**src/logic/cabinet_cfg_pkg.sv**
```systemverilog
// Cabinet configuration definitions
// Game codes, download indices and the download write bundle

package cabinet_cfg_pkg;

	// ====================
	// Game selection
	// ====================

	// Codes as carried in the download byte at index 1
	typedef enum logic [7:0] {
		GAME_NONE          = 8'd0,
		GAME_SPACE_ZAP     = 8'd3,
		GAME_WIZARD_OF_WOR = 8'd5,
		GAME_ROBBY_ROTO    = 8'd6
	} game_e;

	// ====================
	// Download channel
	// ====================

	localparam logic [7:0] IDX_GAME_SELECT = 8'd1;   // Game code byte
	localparam logic [7:0] IDX_DIP         = 8'd254; // DIP switch bank

	// One DIP byte. The bank is an unpacked array of these,
	// sized by NUM_DIP_BYTES in the modules that hold or read it
	typedef logic [7:0] dip_byte_t;

	// One download write, 42 bits
	typedef struct packed {
		logic        strobe; // Write valid this cycle
		logic [7:0]  index;  // Target of the download
		logic [24:0] addr;   // Byte address within the target
		logic [7:0]  data;   // Payload byte
	} dl_write_t;

endpackage

```
**src/logic/control_pkg.sv**
```systemverilog
// Player control definitions
// Button and joystick bundles, PS/2 key codes, switch matrix columns

package control_pkg;

	// Held state of one player's buttons, all active high
	typedef struct packed {
		logic up;
		logic down;
		logic left;
		logic right;
		logic fire_a;
		logic fire_b;
		logic start;
		logic coin;
	} player_buttons_t;

	// Digital joystick word, right at bit 0
	typedef struct packed {
		logic [6:0] unused;
		logic       coin;    // Bit 8
		logic       start_2;
		logic       start_1;
		logic       fire_b;
		logic       fire_a;  // Bit 4
		logic       up;
		logic       down;
		logic       left;
		logic       right;   // Bit 0
	} joystick_t;

	// Keyboard event, a new event flips toggle
	typedef struct packed {
		logic       toggle;
		logic       pressed;
		logic [8:0] code;    // Bit 8 is the extended prefix
	} ps2_event_t;

	// ====================
	// Matrix columns
	// ====================
	localparam logic [7:0] COL_0    = 8'h01;
	localparam logic [7:0] COL_1    = 8'h02;
	localparam logic [7:0] COL_2    = 8'h04;
	localparam logic [7:0] COL_3    = 8'h08;
	localparam logic [7:0] ROW_IDLE = 8'hFF; // Nothing pressed

	// Arrow keys, matched on the low byte only
	localparam logic [7:0] KEY_ARROW_UP    = 8'h75;
	localparam logic [7:0] KEY_ARROW_DOWN  = 8'h72;
	localparam logic [7:0] KEY_ARROW_LEFT  = 8'h6B;
	localparam logic [7:0] KEY_ARROW_RIGHT = 8'h74;

	// Full 9-bit codes
	localparam logic [8:0] KEY_CTRL  = 9'h014; // P1 fire A
	localparam logic [8:0] KEY_SPACE = 9'h029; // P1 fire B
	localparam logic [8:0] KEY_F1    = 9'h005; // P1 start
	localparam logic [8:0] KEY_1     = 9'h016; // P1 start, MAME style
	localparam logic [8:0] KEY_F3    = 9'h004; // Coin
	localparam logic [8:0] KEY_5     = 9'h02E; // Coin, MAME style
	localparam logic [8:0] KEY_F2    = 9'h006; // P2 start
	localparam logic [8:0] KEY_2     = 9'h01E; // P2 start, MAME style
	localparam logic [8:0] KEY_R     = 9'h02D; // P2 up
	localparam logic [8:0] KEY_F     = 9'h02B; // P2 down
	localparam logic [8:0] KEY_D     = 9'h023; // P2 left
	localparam logic [8:0] KEY_G     = 9'h034; // P2 right
	localparam logic [8:0] KEY_A     = 9'h01C; // P2 fire A
	localparam logic [8:0] KEY_S     = 9'h01B; // P2 fire B

endpackage

```
**src/logic/game_config.sv**
```systemverilog
// Configuration loader
// Captures the game code and DIP switch bytes from download writes

`timescale 1ns/1ps

module game_config #(
	parameter int NUM_DIP_BYTES = 8
) (
	input  logic                      clk_sys,
	input  logic                      reset,
	input  cabinet_cfg_pkg::dl_write_t dl,
	output cabinet_cfg_pkg::game_e     game,
	output cabinet_cfg_pkg::dip_byte_t dips [NUM_DIP_BYTES]
);

	// Index bits needed to address the bank
	localparam int DIP_AW = (NUM_DIP_BYTES > 1) ? $clog2(NUM_DIP_BYTES) : 1;

	logic [7:0] game_raw; // Code as downloaded
	logic       game_hit;
	logic       dip_hit;

	// Unknown codes fall back to no game
	function automatic cabinet_cfg_pkg::game_e decode_game(input logic [7:0] code);
		case (code)
			cabinet_cfg_pkg::GAME_SPACE_ZAP,
			cabinet_cfg_pkg::GAME_WIZARD_OF_WOR,
			cabinet_cfg_pkg::GAME_ROBBY_ROTO:
				decode_game = cabinet_cfg_pkg::game_e'(code);
			default:
				decode_game = cabinet_cfg_pkg::GAME_NONE;
		endcase
	endfunction

	// ====================
	// Write decode
	// ====================
	assign game_hit = dl.strobe && (dl.index == cabinet_cfg_pkg::IDX_GAME_SELECT);
	assign dip_hit  = dl.strobe && (dl.index == cabinet_cfg_pkg::IDX_DIP)
		&& (dl.addr < 25'(NUM_DIP_BYTES)); // Out of range writes are dropped

	// Raw byte first, decoded game one cycle later
	always_ff @(posedge clk_sys or posedge reset) begin
		if (reset) begin
			game_raw <= 8'd0;
			game     <= cabinet_cfg_pkg::GAME_NONE;
		end else begin
			if (game_hit)
				game_raw <= dl.data;
			game <= decode_game(game_raw);
		end
	end

	// ====================
	// DIP bank
	// ====================
	always_ff @(posedge clk_sys or posedge reset) begin
		if (reset) begin
			for (int i = 0; i < NUM_DIP_BYTES; i++) begin
				dips[i] <= 8'd0;
			end
		end else if (dip_hit) begin
			dips[dl.addr[DIP_AW-1:0]] <= dl.data; // Visible right after the write edge
		end
	end

endmodule

```
**src/logic/key_decoder.sv**
```systemverilog
// PS/2 key decoder
// Turns key press and release events into held button states for both players

`timescale 1ns/1ps

module key_decoder (
	input  logic                          clk_sys,
	input  logic                          reset,
	input  control_pkg::ps2_event_t       key,
	output control_pkg::player_buttons_t  key_p1,
	output control_pkg::player_buttons_t  key_p2
);

	control_pkg::ps2_event_t key_q;     // Event as sampled
	logic                    toggle_q;  // Toggle of the previous sample
	logic                    new_event;

	// ====================
	// Event detect
	// ====================
	always_ff @(posedge clk_sys or posedge reset) begin
		if (reset) begin
			key_q    <= '0;
			toggle_q <= 1'b0;
		end else begin
			key_q    <= key;
			toggle_q <= key_q.toggle;
		end
	end

	assign new_event = key_q.toggle ^ toggle_q; // One cycle per flip

	// ====================
	// Button state
	// ====================
	always_ff @(posedge clk_sys or posedge reset) begin
		if (reset) begin
			key_p1 <= '0;
			key_p2 <= '0;
		end else if (new_event) begin
			casez (key_q.code)
				// Arrows, extended prefix don't care
				{1'b?, control_pkg::KEY_ARROW_UP}:    key_p1.up    <= key_q.pressed;
				{1'b?, control_pkg::KEY_ARROW_DOWN}:  key_p1.down  <= key_q.pressed;
				{1'b?, control_pkg::KEY_ARROW_LEFT}:  key_p1.left  <= key_q.pressed;
				{1'b?, control_pkg::KEY_ARROW_RIGHT}: key_p1.right <= key_q.pressed;

				control_pkg::KEY_CTRL:  key_p1.fire_a <= key_q.pressed;
				control_pkg::KEY_SPACE: key_p1.fire_b <= key_q.pressed;

				// Two keys each for start and coin
				control_pkg::KEY_F1,
				control_pkg::KEY_1:     key_p1.start  <= key_q.pressed;
				control_pkg::KEY_F3,
				control_pkg::KEY_5:     key_p1.coin   <= key_q.pressed;
				control_pkg::KEY_F2,
				control_pkg::KEY_2:     key_p2.start  <= key_q.pressed;

				// Player 2 on the left hand block
				control_pkg::KEY_R:     key_p2.up     <= key_q.pressed;
				control_pkg::KEY_F:     key_p2.down   <= key_q.pressed;
				control_pkg::KEY_D:     key_p2.left   <= key_q.pressed;
				control_pkg::KEY_G:     key_p2.right  <= key_q.pressed;
				control_pkg::KEY_A:     key_p2.fire_a <= key_q.pressed;
				control_pkg::KEY_S:     key_p2.fire_b <= key_q.pressed;

				default: ; // Unknown key, hold everything
			endcase
		end
	end

endmodule

```
**src/logic/switch_matrix.sv**
```systemverilog
// Switch matrix
// Merges key and joystick buttons, answers a column select with the game's row

`timescale 1ns/1ps

module switch_matrix #(
	parameter int NUM_DIP_BYTES = 8
) (
	input  cabinet_cfg_pkg::game_e        game,
	input  cabinet_cfg_pkg::dip_byte_t    dips [NUM_DIP_BYTES],
	input  control_pkg::player_buttons_t  key_p1,
	input  control_pkg::player_buttons_t  key_p2,
	input  control_pkg::joystick_t        joy_1,
	input  control_pkg::joystick_t        joy_2,
	input  logic [7:0]                    col_select,
	output logic [7:0]                    row_data
);

	localparam logic SPEECH_READY = 1'b1; // No speech chip, always ready

	control_pkg::player_buttons_t p1;  // Merged player 1
	control_pkg::player_buttons_t p2;  // Merged player 2
	logic [7:0] dip2;
	logic [7:0] dip3;
	logic [3:0] dir_p1;                // R, L, D, U active low
	logic [3:0] dir_p2;
	logic [7:0] ct0_sz, ct1_sz, ct2_sz;
	logic [7:0] ct0_rr, ct1_rr, ct2_rr;
	logic [7:0] ct0_ww, ct1_ww, ct2_ww;

	// Stick and fire of one player, start and coin filled in later
	function automatic control_pkg::player_buttons_t merge_stick(
		input control_pkg::player_buttons_t k,
		input control_pkg::joystick_t       j
	);
		control_pkg::player_buttons_t m;
		m        = '0;
		m.up     = k.up     | j.up;
		m.down   = k.down   | j.down;
		m.left   = k.left   | j.left;
		m.right  = k.right  | j.right;
		m.fire_a = k.fire_a | j.fire_a;
		m.fire_b = k.fire_b | j.fire_b;
		return m;
	endfunction

	// ====================
	// Button merge
	// ====================
	always_comb begin
		p1 = merge_stick(key_p1, joy_1);
		p2 = merge_stick(key_p2, joy_2);
		// Start and coin only from the first stick
		p1.start = key_p1.start | joy_1.start_1;
		p1.coin  = key_p1.coin  | joy_1.coin;
		p2.start = key_p2.start | joy_1.start_2;
	end

	assign dip2   = dips[2];
	assign dip3   = dips[3];
	assign dir_p1 = ~{p1.right, p1.left, p1.down, p1.up};
	assign dir_p2 = ~{p2.right, p2.left, p2.down, p2.up};

	// ====================
	// Row bytes, bit 7 first
	// ====================

	// Space Zap
	assign ct0_sz = {2'b11, ~p2.start, ~p1.start, dip2[1], 1'b1, ~p1.coin, 1'b1};
	assign ct1_sz = {3'b111, ~p2.fire_a, dir_p2};
	assign ct2_sz = {2'b11, dip2[0], ~p1.fire_a, dir_p1};

	// Robby Roto
	assign ct0_rr = {1'b0, ~p2.start, ~p1.start, 1'b1, dip2[1], 1'b1, ~p1.coin, 1'b1};
	assign ct1_rr = {2'b11, ~p2.fire_a, 1'b1, dir_p2};
	assign ct2_rr = {2'b11, ~p1.fire_a, 1'b1, dir_p1};

	// Wizard of Wor, fire B reads active high
	assign ct0_ww = {dip2[2], ~p2.start, ~p1.start, 1'b1, dip2[1], 1'b1, ~p1.coin, 1'b1};
	assign ct1_ww = {2'b11, ~p2.fire_a, p2.fire_b, dir_p2};
	assign ct2_ww = {SPEECH_READY, 1'b1, ~p1.fire_a, p1.fire_b, dir_p1};

	// ====================
	// Column mux
	// ====================
	always_comb begin
		row_data = control_pkg::ROW_IDLE;
		if (game != cabinet_cfg_pkg::GAME_NONE) begin
			case (col_select)
				control_pkg::COL_0:
					case (game)
						cabinet_cfg_pkg::GAME_SPACE_ZAP:     row_data = ct0_sz;
						cabinet_cfg_pkg::GAME_ROBBY_ROTO:    row_data = ct0_rr;
						cabinet_cfg_pkg::GAME_WIZARD_OF_WOR: row_data = ct0_ww;
						default:                             row_data = control_pkg::ROW_IDLE;
					endcase
				control_pkg::COL_1:
					case (game)
						cabinet_cfg_pkg::GAME_SPACE_ZAP:     row_data = ct1_sz;
						cabinet_cfg_pkg::GAME_ROBBY_ROTO:    row_data = ct1_rr;
						cabinet_cfg_pkg::GAME_WIZARD_OF_WOR: row_data = ct1_ww;
						default:                             row_data = control_pkg::ROW_IDLE;
					endcase
				control_pkg::COL_2:
					case (game)
						cabinet_cfg_pkg::GAME_SPACE_ZAP:     row_data = ct2_sz;
						cabinet_cfg_pkg::GAME_ROBBY_ROTO:    row_data = ct2_rr;
						cabinet_cfg_pkg::GAME_WIZARD_OF_WOR: row_data = ct2_ww;
						default:                             row_data = control_pkg::ROW_IDLE;
					endcase
				control_pkg::COL_3: row_data = dip3; // Same DIP byte for every game
				default:            row_data = control_pkg::ROW_IDLE;
			endcase
		end
	end

endmodule

```
**src/logic/cabinet_inputs.sv**
```systemverilog
// Cabinet input block
// Download config, keyboard decode and the CPU-facing switch matrix

`timescale 1ns/1ps

module cabinet_inputs #(
	parameter int NUM_DIP_BYTES = 8 // At least 4, matrix reads bytes 2 and 3
) (
	input  logic                       clk_sys,
	input  logic                       reset,
	input  cabinet_cfg_pkg::dl_write_t dl,
	input  control_pkg::ps2_event_t    key,
	input  control_pkg::joystick_t     joy_1,
	input  control_pkg::joystick_t     joy_2,
	input  logic [7:0]                 col_select,
	output logic [7:0]                 row_data
);

	cabinet_cfg_pkg::game_e        game;
	cabinet_cfg_pkg::dip_byte_t    dips [NUM_DIP_BYTES];
	control_pkg::player_buttons_t  key_p1;
	control_pkg::player_buttons_t  key_p2;

	// ====================
	// Config loader
	// ====================
	game_config #(
		.NUM_DIP_BYTES(NUM_DIP_BYTES)
	) u_game_config (
		.clk_sys (clk_sys),
		.reset   (reset),
		.dl      (dl),
		.game    (game),   // Two cycles from write
		.dips    (dips)
	);

	// Keyboard
	key_decoder u_key_decoder (
		.clk_sys (clk_sys),
		.reset   (reset),
		.key     (key),
		.key_p1  (key_p1),
		.key_p2  (key_p2)
	);

	// ====================
	// Matrix, combinational
	// ====================
	switch_matrix #(
		.NUM_DIP_BYTES(NUM_DIP_BYTES)
	) u_switch_matrix (
		.game       (game),
		.dips       (dips),
		.key_p1     (key_p1),
		.key_p2     (key_p2),
		.joy_1      (joy_1),
		.joy_2      (joy_2),
		.col_select (col_select),
		.row_data   (row_data)
	);

endmodule

```
**config.mk**
```make
export PLATFORM = sky130hd
export DESIGN_NAME = cabinet_inputs
export DESIGN_NICKNAME = d
export VERILOG_FILES = /design/src/logic/cabinet_cfg_pkg.sv /design/src/logic/control_pkg.sv /design/src/logic/game_config.sv /design/src/logic/key_decoder.sv /design/src/logic/switch_matrix.sv /design/src/logic/cabinet_inputs.sv
export SDC_FILE = /design/constraint.sdc
export NUM_CORES = 1
export LEC_CHECK = 0
export BUFFER_PORTS_ARGS = -buffer_cell sky130_fd_sc_hd__buf_2
export CAP_MARGIN = 20
export CORE_AREA = 2 2 83 85
export CTS_CLUSTER_SIZE = 14
export DETAILED_ROUTE_END_ITERATION = 8
export DIE_AREA = 0 0 85 87
export PLACE_DENSITY = 0.74
export SYNTH_ARGS = -nofsm -noshare
export SYNTH_HDL_FRONTEND = slang
export SYNTH_SLANG_ARGS = --single-unit
```
**constraint.sdc**
```tcl
create_clock -name clk_sys -period 1.8 [get_ports clk_sys]
set_clock_uncertainty 0.15 [all_clocks]
set_input_delay 0.18 -clock clk_sys [delete_from_list [all_inputs] [get_ports clk_sys]]
set_output_delay 0.18 -clock clk_sys [all_outputs]
set_load 0.01 [all_outputs]
```
* Word-level counts from Yosys, hierarchy flattened *
Cells that the tools add are included.

word-level totals
  output and inout bits = 8
  bits of input ports = 95
  register bits after elaboration = 107
  logic and storage cells = 119

operators by class
  order comparisons = 3
  bitwise logic cells = 24
  reductions and logical operators = 24
  muxes and demuxes = 9
  equal/unequal tests = 30

operators by type and width
  kind                 count
  $bwmux 64            1
  $eq 9x6->1 const B   6
  $eq 9x5->1 const B   5
  $eq 8x3->1 const B   5
  $pmux 6 s3           2
  $eq 8x7->1 const B   4
  $pmux 8 s4           1
  $reduce_and 2->1     15
  $eq 9x3->1 const B   3
  $lt 25x4->1 const B  1
  $demux 8 s3          1
  $eq 8x2->1 const B   3
  $mux 8               3
  $pmux 8 s3           1
  $eq 8x1->1 const B   2
  $or 1x1->1           15
  $eq 8x4->1 const B   1
  $eq 8x8->1 const B   1
  $not 4->4            2
  $reduce_bool 8->1    1
  $reduce_or 2->1      3
  $not 1->1            5
  $ge 4x4->1 const B   1
  $logic_and 1x1->1    4
  other kinds (4)      4

* Logic depth before layout (Yosys ltp) *
Gate-level depths: netlist of run 1.

  word-level depth = 6
  mapped depth = 5
  depth with buffers taken out = 4

* By module *
From an unflattened synthesis of run 1, not the netlist that was laid out.

second synthesis, totals
  cells, all modules = 381
  area total of the unflattened synthesis = 5315.1 µm²

by module, submodules not included
  module         area each (µm²)  sequential area each (µm²)  instances  cells each
  game_config    3515.9           2001.9                      1          190
  key_decoder    1206.2           675.6                       1          92
  switch_matrix  593.1            0.0                         1          99

* Worst setup path after synthesis of run 1 *
Ideal clock, no wire load.

  path type = reg2out
  from = register u_game_config.game[3]
  to = output port row_data[3]
  stages on the path, launching flop included = 6
  buffers on the path = 1
  data required time = 1.470 ns
  data arrival time = 1.572 ns
  path slack = -0.102 ns
  cells stage by stage = dfrtp_1 > nor4_1 > nand2b_1 > clkbuf_1 > o311ai_0 > nand3_1

between the ends
  longest elaborated chain between the ends = 4
  elaborated cells on any way between the ends = 9
  classes of those cells = eq/ne (3); mux (5); reduce/logical (1)

RTL lines
  element                                          line                                                            RTL
  start: declaration                               game_config.sv:12                                               output cabinet_cfg_pkg::game_e game,
  start signal: assignment                         game_config.sv:46                                               game <= cabinet_cfg_pkg::GAME_NONE;
  start signal: assignment                         game_config.sv:50                                               game <= decode_game(game_raw);
  $eq 8x3->1 / $eq 8x2->1 (equally long branches)  switch_matrix.sv:91, switch_matrix.sv:98, switch_matrix.sv:105
  $pmux 6 s3, or another cell as far along         switch_matrix.sv:105                                            case (game)
  $pmux 8 s4                                       switch_matrix.sv:89                                             case (col_select)
  $mux 8 *                                         switch_matrix.sv:88                                             if (game != cabinet_cfg_pkg::GAME_NONE) begin
  end: declaration                                 cabinet_inputs.sv:16                                            output logic [7:0] row_data

Mark *: on every way between the ends. The rest lies on a longest branch, timed or not.

* Worst setup path in the final report of run 1 *
  from = register u_game_config.game[5]
  to = output port row_data[5]

The elaborated chain is that of the path after synthesis.

==> results of run 1 <==
## registers in the layout, summed over array words and instances, names as in the netlist
name	flops
u_game_config.dips	11
u_game_config.game_raw	8
u_key_decoder.toggle_q	1
u_key_decoder.key_q	11
u_game_config.game	8
u_key_decoder.key_p1	8
u_key_decoder.key_p2	7
## synth_stat cells, drive strengths merged (3+ instances only)
master  number
nor4        10
nor4b        6
o21ai        7
xor2         6
o311ai       3
a211oi       5
nand4       10
dfrtp       54
inv          3
nand2        9
nor3b        3
nor2b        3
nand4b       7
mux2        34
and3         3
clkbuf      10
o31ai        7
nand3        9
and2         4
and3b        4
nor2        23
nor3         4
or4          3
## logic make-up (layout without fill, tap and decap cells)
group	Yosys count	in the layout	share of synthesized area, %
xor+xnor	8	8	2.49
other cells	1	5	0.133
flops	54	54	48.0
mux	34	34	13.6
simple gates	109	109	25.2
buf+inv	13	152	1.73
compound gates	34	34	8.85
## final cells by class
cell class              count  share of cell area (%)
repair buffers            141                    22.5
flip-flops and latches     54                    32.9
multi-input cells         190                    39.3
clock buffers               6                    1.76
inverters                   3                   0.273
well taps                  80                    2.43
clock inverters             2                   0.912
## critical path: stages, from the launching register on
cell and delay (ps):
dfrtp_1 420, or4_4 540, a311o_1 280, o21ai_1 120, nand4_1 120, buf_2 170
## power by group through the flow
stage / logic, W / clock network (W) / registers, W
after detailed placement: 0.000274 / 0 / 0.00131
after global placement: 0.000265 / 0 / 0.00131
final: 0.000334 / 0.000791 / 0.00129
after global routing: 0.000364 / 0.000860 / 0.00130
after CTS: 0.000317 / 0.000816 / 0.00129
after floorplan: 0.000125 / 0 / 0.00130
## repair_timing
| item | 4_1_cts | 5_1_grt |
|---|---|---|
| buffers inserted | 2 | 5 |
| pin swaps | 13 | 3 |
| hold endpoints to repair | 83 | 0 |
| setup endpoints to repair | 8 | 13 |
| hold buffers | 20 | 0 |
| gates resized for setup | 21 | 13 |
## how the worst min path moves through the flow
stage | start | end | depth (start not counted)
after detailed placement | reset | u_key_decoder.key_q[10]$_DFF_PP0_ | 3
final | dl[8] | u_game_config.dips[42]$_DFFE_PP0P_ | 4
after CTS | dl[8] | u_game_config.dips[42]$_DFFE_PP0P_ | 4
after global placement | reset | u_key_decoder.key_q[9]$_DFF_PP0_ | 3
after floorplan | key[0] | u_key_decoder.key_q[0]$_DFF_PP0_ | 0
after global routing | dl[8] | u_game_config.dips[42]$_DFFE_PP0P_ | 4
## routing by layer
| metal | routed length, µm | vias to the layer above | global-route usage (%) |
|---|---|---|---|
| met4 | 142 | 0 | 6.78 |
| met3 | 390 | 13 | 3.89 |
| li1 | - | 1252 | - |
| met5 | 0 | - | 0 |
| met2 | 3850 | 86 | 33.9 |
| met1 | 3250 | 1274 | 25.3 |
## per-stage QoR
stage | utilization (%) | cells
floorplan | - | 257
global placement | 54.3 | 441
detailed placement | 54.3 | 441
CTS | 60.8 | 471
global route | 62.7 | 476
finish | 62.7 | 476
==> impl_results.md, run 1 <==
* Crit Path Category: reg2out
* Outcome: complete, but fails checks
* Cell Area, Synth at 2820 µm²
* Startpoint types: register
* Setup TNS Final at -3350 ps
* Die Wd at 85 µm
* Avg Synthesized Cell Area at 11.1 µm²
* Largest net degree at the start of global routing at 55
* Initial antenna violation count at 0
* Area of the multi-input gates at 1620 µm²
* PnR Total Power at 0.00242 W
* Ys flop type: dfrtp_1
* Vias per Instance at 5.51
* Root Driver: clkbuf_8
* Initial Utilization at 42.9%
* Period minus WS final at 2290 ps
* Max Cap Viol at 0
* Max H-tree Level at 2
* Fin Hold WS at 236 ps
* Total grt overflow at 0
* P_int at 0.00185 W
* FF-to-FF setup slack at 40 ps
* Fin crit share at 127%
* DRC Markers at 0
* Cells after Synth at 253
* Num CTS Buffers at 5
* Final Max Slew Viols at 0
* GRT Total Usage at 19.9%
* Share of the yosys chip area belonging to registers at 48.0%
* Cell taking the most area after synthesis: dfrtp_1
* Highest clock rate at 437 MHz
* CTS tree: yes
* Clock Tree Buf Depth at 2
* Reg2reg end: u_key_decoder.key_p1[1]$_DFFE_PP0P_
* Failing checks: negative setup slack
* Path depth of the worst reg2reg path at 5
* Pre-CTS setup slack at -288 ps
* Area Overhead vs Synth at 46.3%
* Vias in the first global route at 2550
* Switching part of the total at 23.5%
* Layout fillers at 518
* Top-Level Pins at 103
* Synth warn at 0
* RePlAce Congestion at 0.917
* Die area at 7400 µm²
* Crit-path max FO at 3
* Clk pwr share at 32.7%
* Setup crit end: row_data[5]
* Hold Crit Class: in2reg
* Router iterations before antenna repair at 4
* Worst VDD drop at 0.000445 V
* Post-synth ARST share at 100%
* Design area at 4120 µm²
* Vias at 2625
* Final hold vios at 0
* Synth top area cells: dfrtp_1 (48%), mux2_2 (14%), nor2_1 (2.9%)
* Final worst-path setup slack at -489 ps
* Worst Setup SP: u_game_config.game[5]$_DFF_PP0_
* Most frequent cells in the layout: buf_2 (85), dfrtp_1 (52), mux2_2 (34), buf_4 (33), nor2_1 (21)
* Number of flops mapped to enable cells by yosys at 0
* Flop and latch count out of synthesis at 54
* Remaining antenna violation count at 0
* Port buffer count at 85
* Std-Cell Rows at 30
* Dpl hpwl at 5520 µm
* CORE AREA at 6570 µm²
* Diode count at 0
* WL per Instance at 16.0 µm
* Crit path DAT at 1960 ps
* Register area at 1350 µm²
* Static Leak at 1.89 nW
* P_sw at 0.000567 W
* Sequential Power Share at 53.5%
* Final net count at 490
* Top-area cell type share of the netlist area at 48.0%
* Ratio of total power to cell area at 587 nW/µm²
* CP Data Required Time at 1470 ps
* Netlist cell types at 47
* Clk sinks at 54
* Worst skew pair latency at 300 ps
* Clk slew on worst S/H paths at 90 ps
* First-pass GRT wire length at 11800 µm
* Chip height at 87 µm
* Setup violators final at 8
* Detailed Route WL at 7640 µm
* R2r startpoint: u_key_decoder.key_q[10]$_DFF_PP0_
* Post-DP Area at 3560 µm²
* Commonest non-fill, non-tap cell in the layout: buf_2
* Setup crit end kind: output port
* RSZ-0062 raised after global routing: true
* DRT iter0 DRCs at 181
* Layout cell share with drive strength beyond 1 at 49.7%
* Comb power frac at 13.8%
Power figures use the tool's default switching activity.
==> run 2: changes to the inputs <==
- CORE_AREA: 2 2 83 85 -> 5 5 86 88
- DIE_AREA: 0 0 85 87 -> 0 0 91 93
==> run 2 against run 1 <==
Effect of this change:
- die area up 14%
- first-iteration DRC count increased by 13%
- core utilization is 1.8 points lower
- final area decreased by 2.9%
- highest routed layer is now met5
- register-to-register slack barely moved
- largest power group unchanged
- wire length shrank 4.3%
- the run still ends with negative setup slack left
- non-clock buffer count is 2 lower
==> impl_results.md, run 2 (synthesis results as in run 1) <==
* Layout cell share with drive strength beyond 1 at 48.0% (-1.8 points)
* Reg2reg end: u_key_decoder.key_p2[4]$_DFFE_PP0P_
* Vias per Instance at 5.30 (-4.0%)
* Startpoint types: register
* Hold Crit Class: in2reg
* RSZ-0062 raised after global routing: true
* Placed cell count at 444 (+0.68%)
* Setup violators final at 8 (unchanged)
* Fin Hold WS at 235 ps (-1.00 ps)
* Remaining antenna violation count at 0 (unchanged)
* Top-Level Pins at 103 (unchanged)
* Setup crit end kind: output port
* Final worst-path setup slack at -471 ps (+18.1 ps)
* Initial antenna violation count at 1 (+1)
* CORE AREA at 6570 µm² (unchanged)
* Top flop regs: u_game_config.dips x11, u_key_decoder.key_q x11
* P_int at 0.00171 W (-7.9%)
* Num CTS Buffers at 5 (unchanged)
* Highest clock rate at 440 MHz (+0.80%)
* Clk pwr share at 29.2% (-3.5 points)
* RePlAce Congestion at 0.839 (-8.5%)
* P_sw at 0.000572 W (+0.86%)
* Largest net degree at the start of global routing at 29 (-47%)
* Crit-path max FO at 3 (unchanged)
* WL per Instance at 15.4 µm (-3.9%)
* Total grt overflow at 0 (unchanged)
* Hold worst-path end: u_game_config.dips[41]$_DFFE_PP0P_
* FF-to-FF setup slack at 30 ps (about the same)
* Vias at 2510 (-4.4%)
* Rel. slew slack at 59.5%
* Chip height at 93 µm (+6.9%)
* Std-Cell Rows at 30 (unchanged)
* Period minus WS final at 2270 ps (-18.1 ps)
* Path depth of the worst reg2reg path at 4 (-1)
* Diode count at 0 (unchanged)
* Failing checks: negative setup slack
* Clk sinks at 54 (unchanged)
* Ratio of total power to cell area at 570 nW/µm² (-3.0%)
* Dpl hpwl at 5550 µm (+0.63%)
* Pre-CTS setup slack at -287 ps (+0.388 ps)
* Final hold vios at 0 (unchanged)
* Cells on Worst Hold Path at 4 (unchanged)
* Initial Utilization at 42.9% (unchanged)
* Comb power frac at 14.0% (+0.2 points)
* Router iterations before antenna repair at 4 (unchanged)
* Crit Path Category: reg2out
* Port buffer count at 85 (unchanged)
* Max H-tree Level at 2 (unchanged)
* First-pass GRT wire length at 12200 µm (+3.4%)
* Sequential Power Share at 56.8% (+3.3 points)
* R2r startpoint: u_key_decoder.key_q[0]$_DFF_PP0_
* Worst skew pair latency at 300 ps (about the same)
* Vias in the first global route at 2641 (+3.6%)
* Clk slew on worst S/H paths at 100 ps (about the same)
* Crit path DAT at 1940 ps (-20 ps)
* Fin util at 60.9% (-1.8 points)
* Final Max Slew Viols at 0 (unchanged)
* Worst-Margin Slew at 607 ps
* Root Driver: clkbuf_8
* Most frequent cells in the layout: buf_2 (85), dfrtp_1 (53), mux2_2 (34), buf_4 (31), nor2_1 (21)
* Final net count at 488 (-0.41%)
* Area Overhead vs Synth at 42.0%
* PnR Total Power at 0.00228 W (-5.8%)
* GRT Total Usage at 17.3% (-2.6 points)
* Worst VDD drop at 0.000340 V (-24%)
* Fin crit share at 126% (-1.0 points)
* DRC Markers at 0 (unchanged)
* CP Data Required Time at 1470 ps (about the same)
* Die Wd at 91 µm (+7.1%)
* DRT iter0 DRCs at 205 (+13%)
* Clock Tree Buf Depth at 2 (unchanged)
* Die area at 8460 µm² (+14%)
* Outcome: complete, but fails checks
* CTS tree: yes
* Max Cap Viol at 0 (unchanged)
* Detailed Route WL at 7310 µm (-4.3%)
* Commonest non-fill, non-tap cell in the layout: buf_2
* Static Leak at 1.87 nW (-1.2%)
* Switching part of the total at 25.1% (+1.7 points)
* Hold path start: dl[8]
* Non-Filler Instances at 474 (-0.42%)
## run 2: cell count changes in the layout (fill, tap and decap cells not counted), moves of 2 or more
cell      previous run  this run
buf_4               33        31
o311ai_2             2         0
o31ai_2              1         5
o31ai_4              6         1
o311ai_1             0         2
## run 2: critical path, stage by stage, from the launching register on
cell and delay (ps):
dfrtp_1 430, or4_4 560, a311o_1 280, o21ai_1 110, nand4_1 100, buf_2 160
## run 2: layout make-up
cell class                 instances  area, µm²
clock buffer                       5       68.8
clock inverter                     3       21.3
fill                             543       2570
inverter                           3       11.3
multi-input combinational        190       1530
sequential                        54       1350
tap                               80        100
timing repair buffer             139        910
## run 2: worst max path at each step
stage | start | slack [ps] | cells past startpoint | end
after detailed placement | col_select[5] | -290 | 6 | row_data[1]
after global routing | u_game_config.game[5]$_DFF_PP0_ | -560 | 5 | row_data[5]
after CTS | u_game_config.game[3]$_DFF_PP0_ | -450 | 6 | row_data[2]
final | u_game_config.game[5]$_DFF_PP0_ | -470 | 5 | row_data[5]
after floorplan | u_game_config.game[3]$_DFF_PP0_ | -10 | 5 | row_data[3]
after global placement | col_select[5] | -250 | 6 | row_data[5]
## run 2: power by group through the flow
| stage | Combinational, W | Clock, W | Sequential, W |
|---|---|---|---|
| 2_1_floorplan | 0.000125 | 0 | 0.00130 |
| 3_3_place_gp | 0.000265 | 0 | 0.00131 |
| 3_5_place_dp | 0.000272 | 0 | 0.00131 |
| 4_1_cts | 0.000309 | 0.000688 | 0.00129 |
| 5_1_grt | 0.000354 | 0.000737 | 0.00130 |
| 6_report | 0.000318 | 0.000665 | 0.00129 |
## run 2: layer usage
layer  global-route usage, %  vias up  part of all wire (%)
met3                    3.54       12                   6.2
met2                    28.3       81                    48
met4                    5.01        2                   1.7
li1                        -     1248                     -
met5                       0        -                 0.096
met1                    23.2     1167                    44
## run 2: through the flow
step | TNS, ps | area, µm²
after global placement | -2300 | 3600
after detailed placement | -2620 | 3600
final | -3120 | 4000
after floorplan | -10.3 | 2860
after global routing | -3960 | 4000
after CTS | -3450 | 3910
## run 2: repair_timing
item | in CTS | in global routing
hold buffers | 20 | 0
pin swaps | 1 | 5
buffers inserted | 2 | 0
gates resized for setup | 3 | 18
endpoints found under the hold margin | 54 | 0
endpoints found under the setup margin | 8 | 9
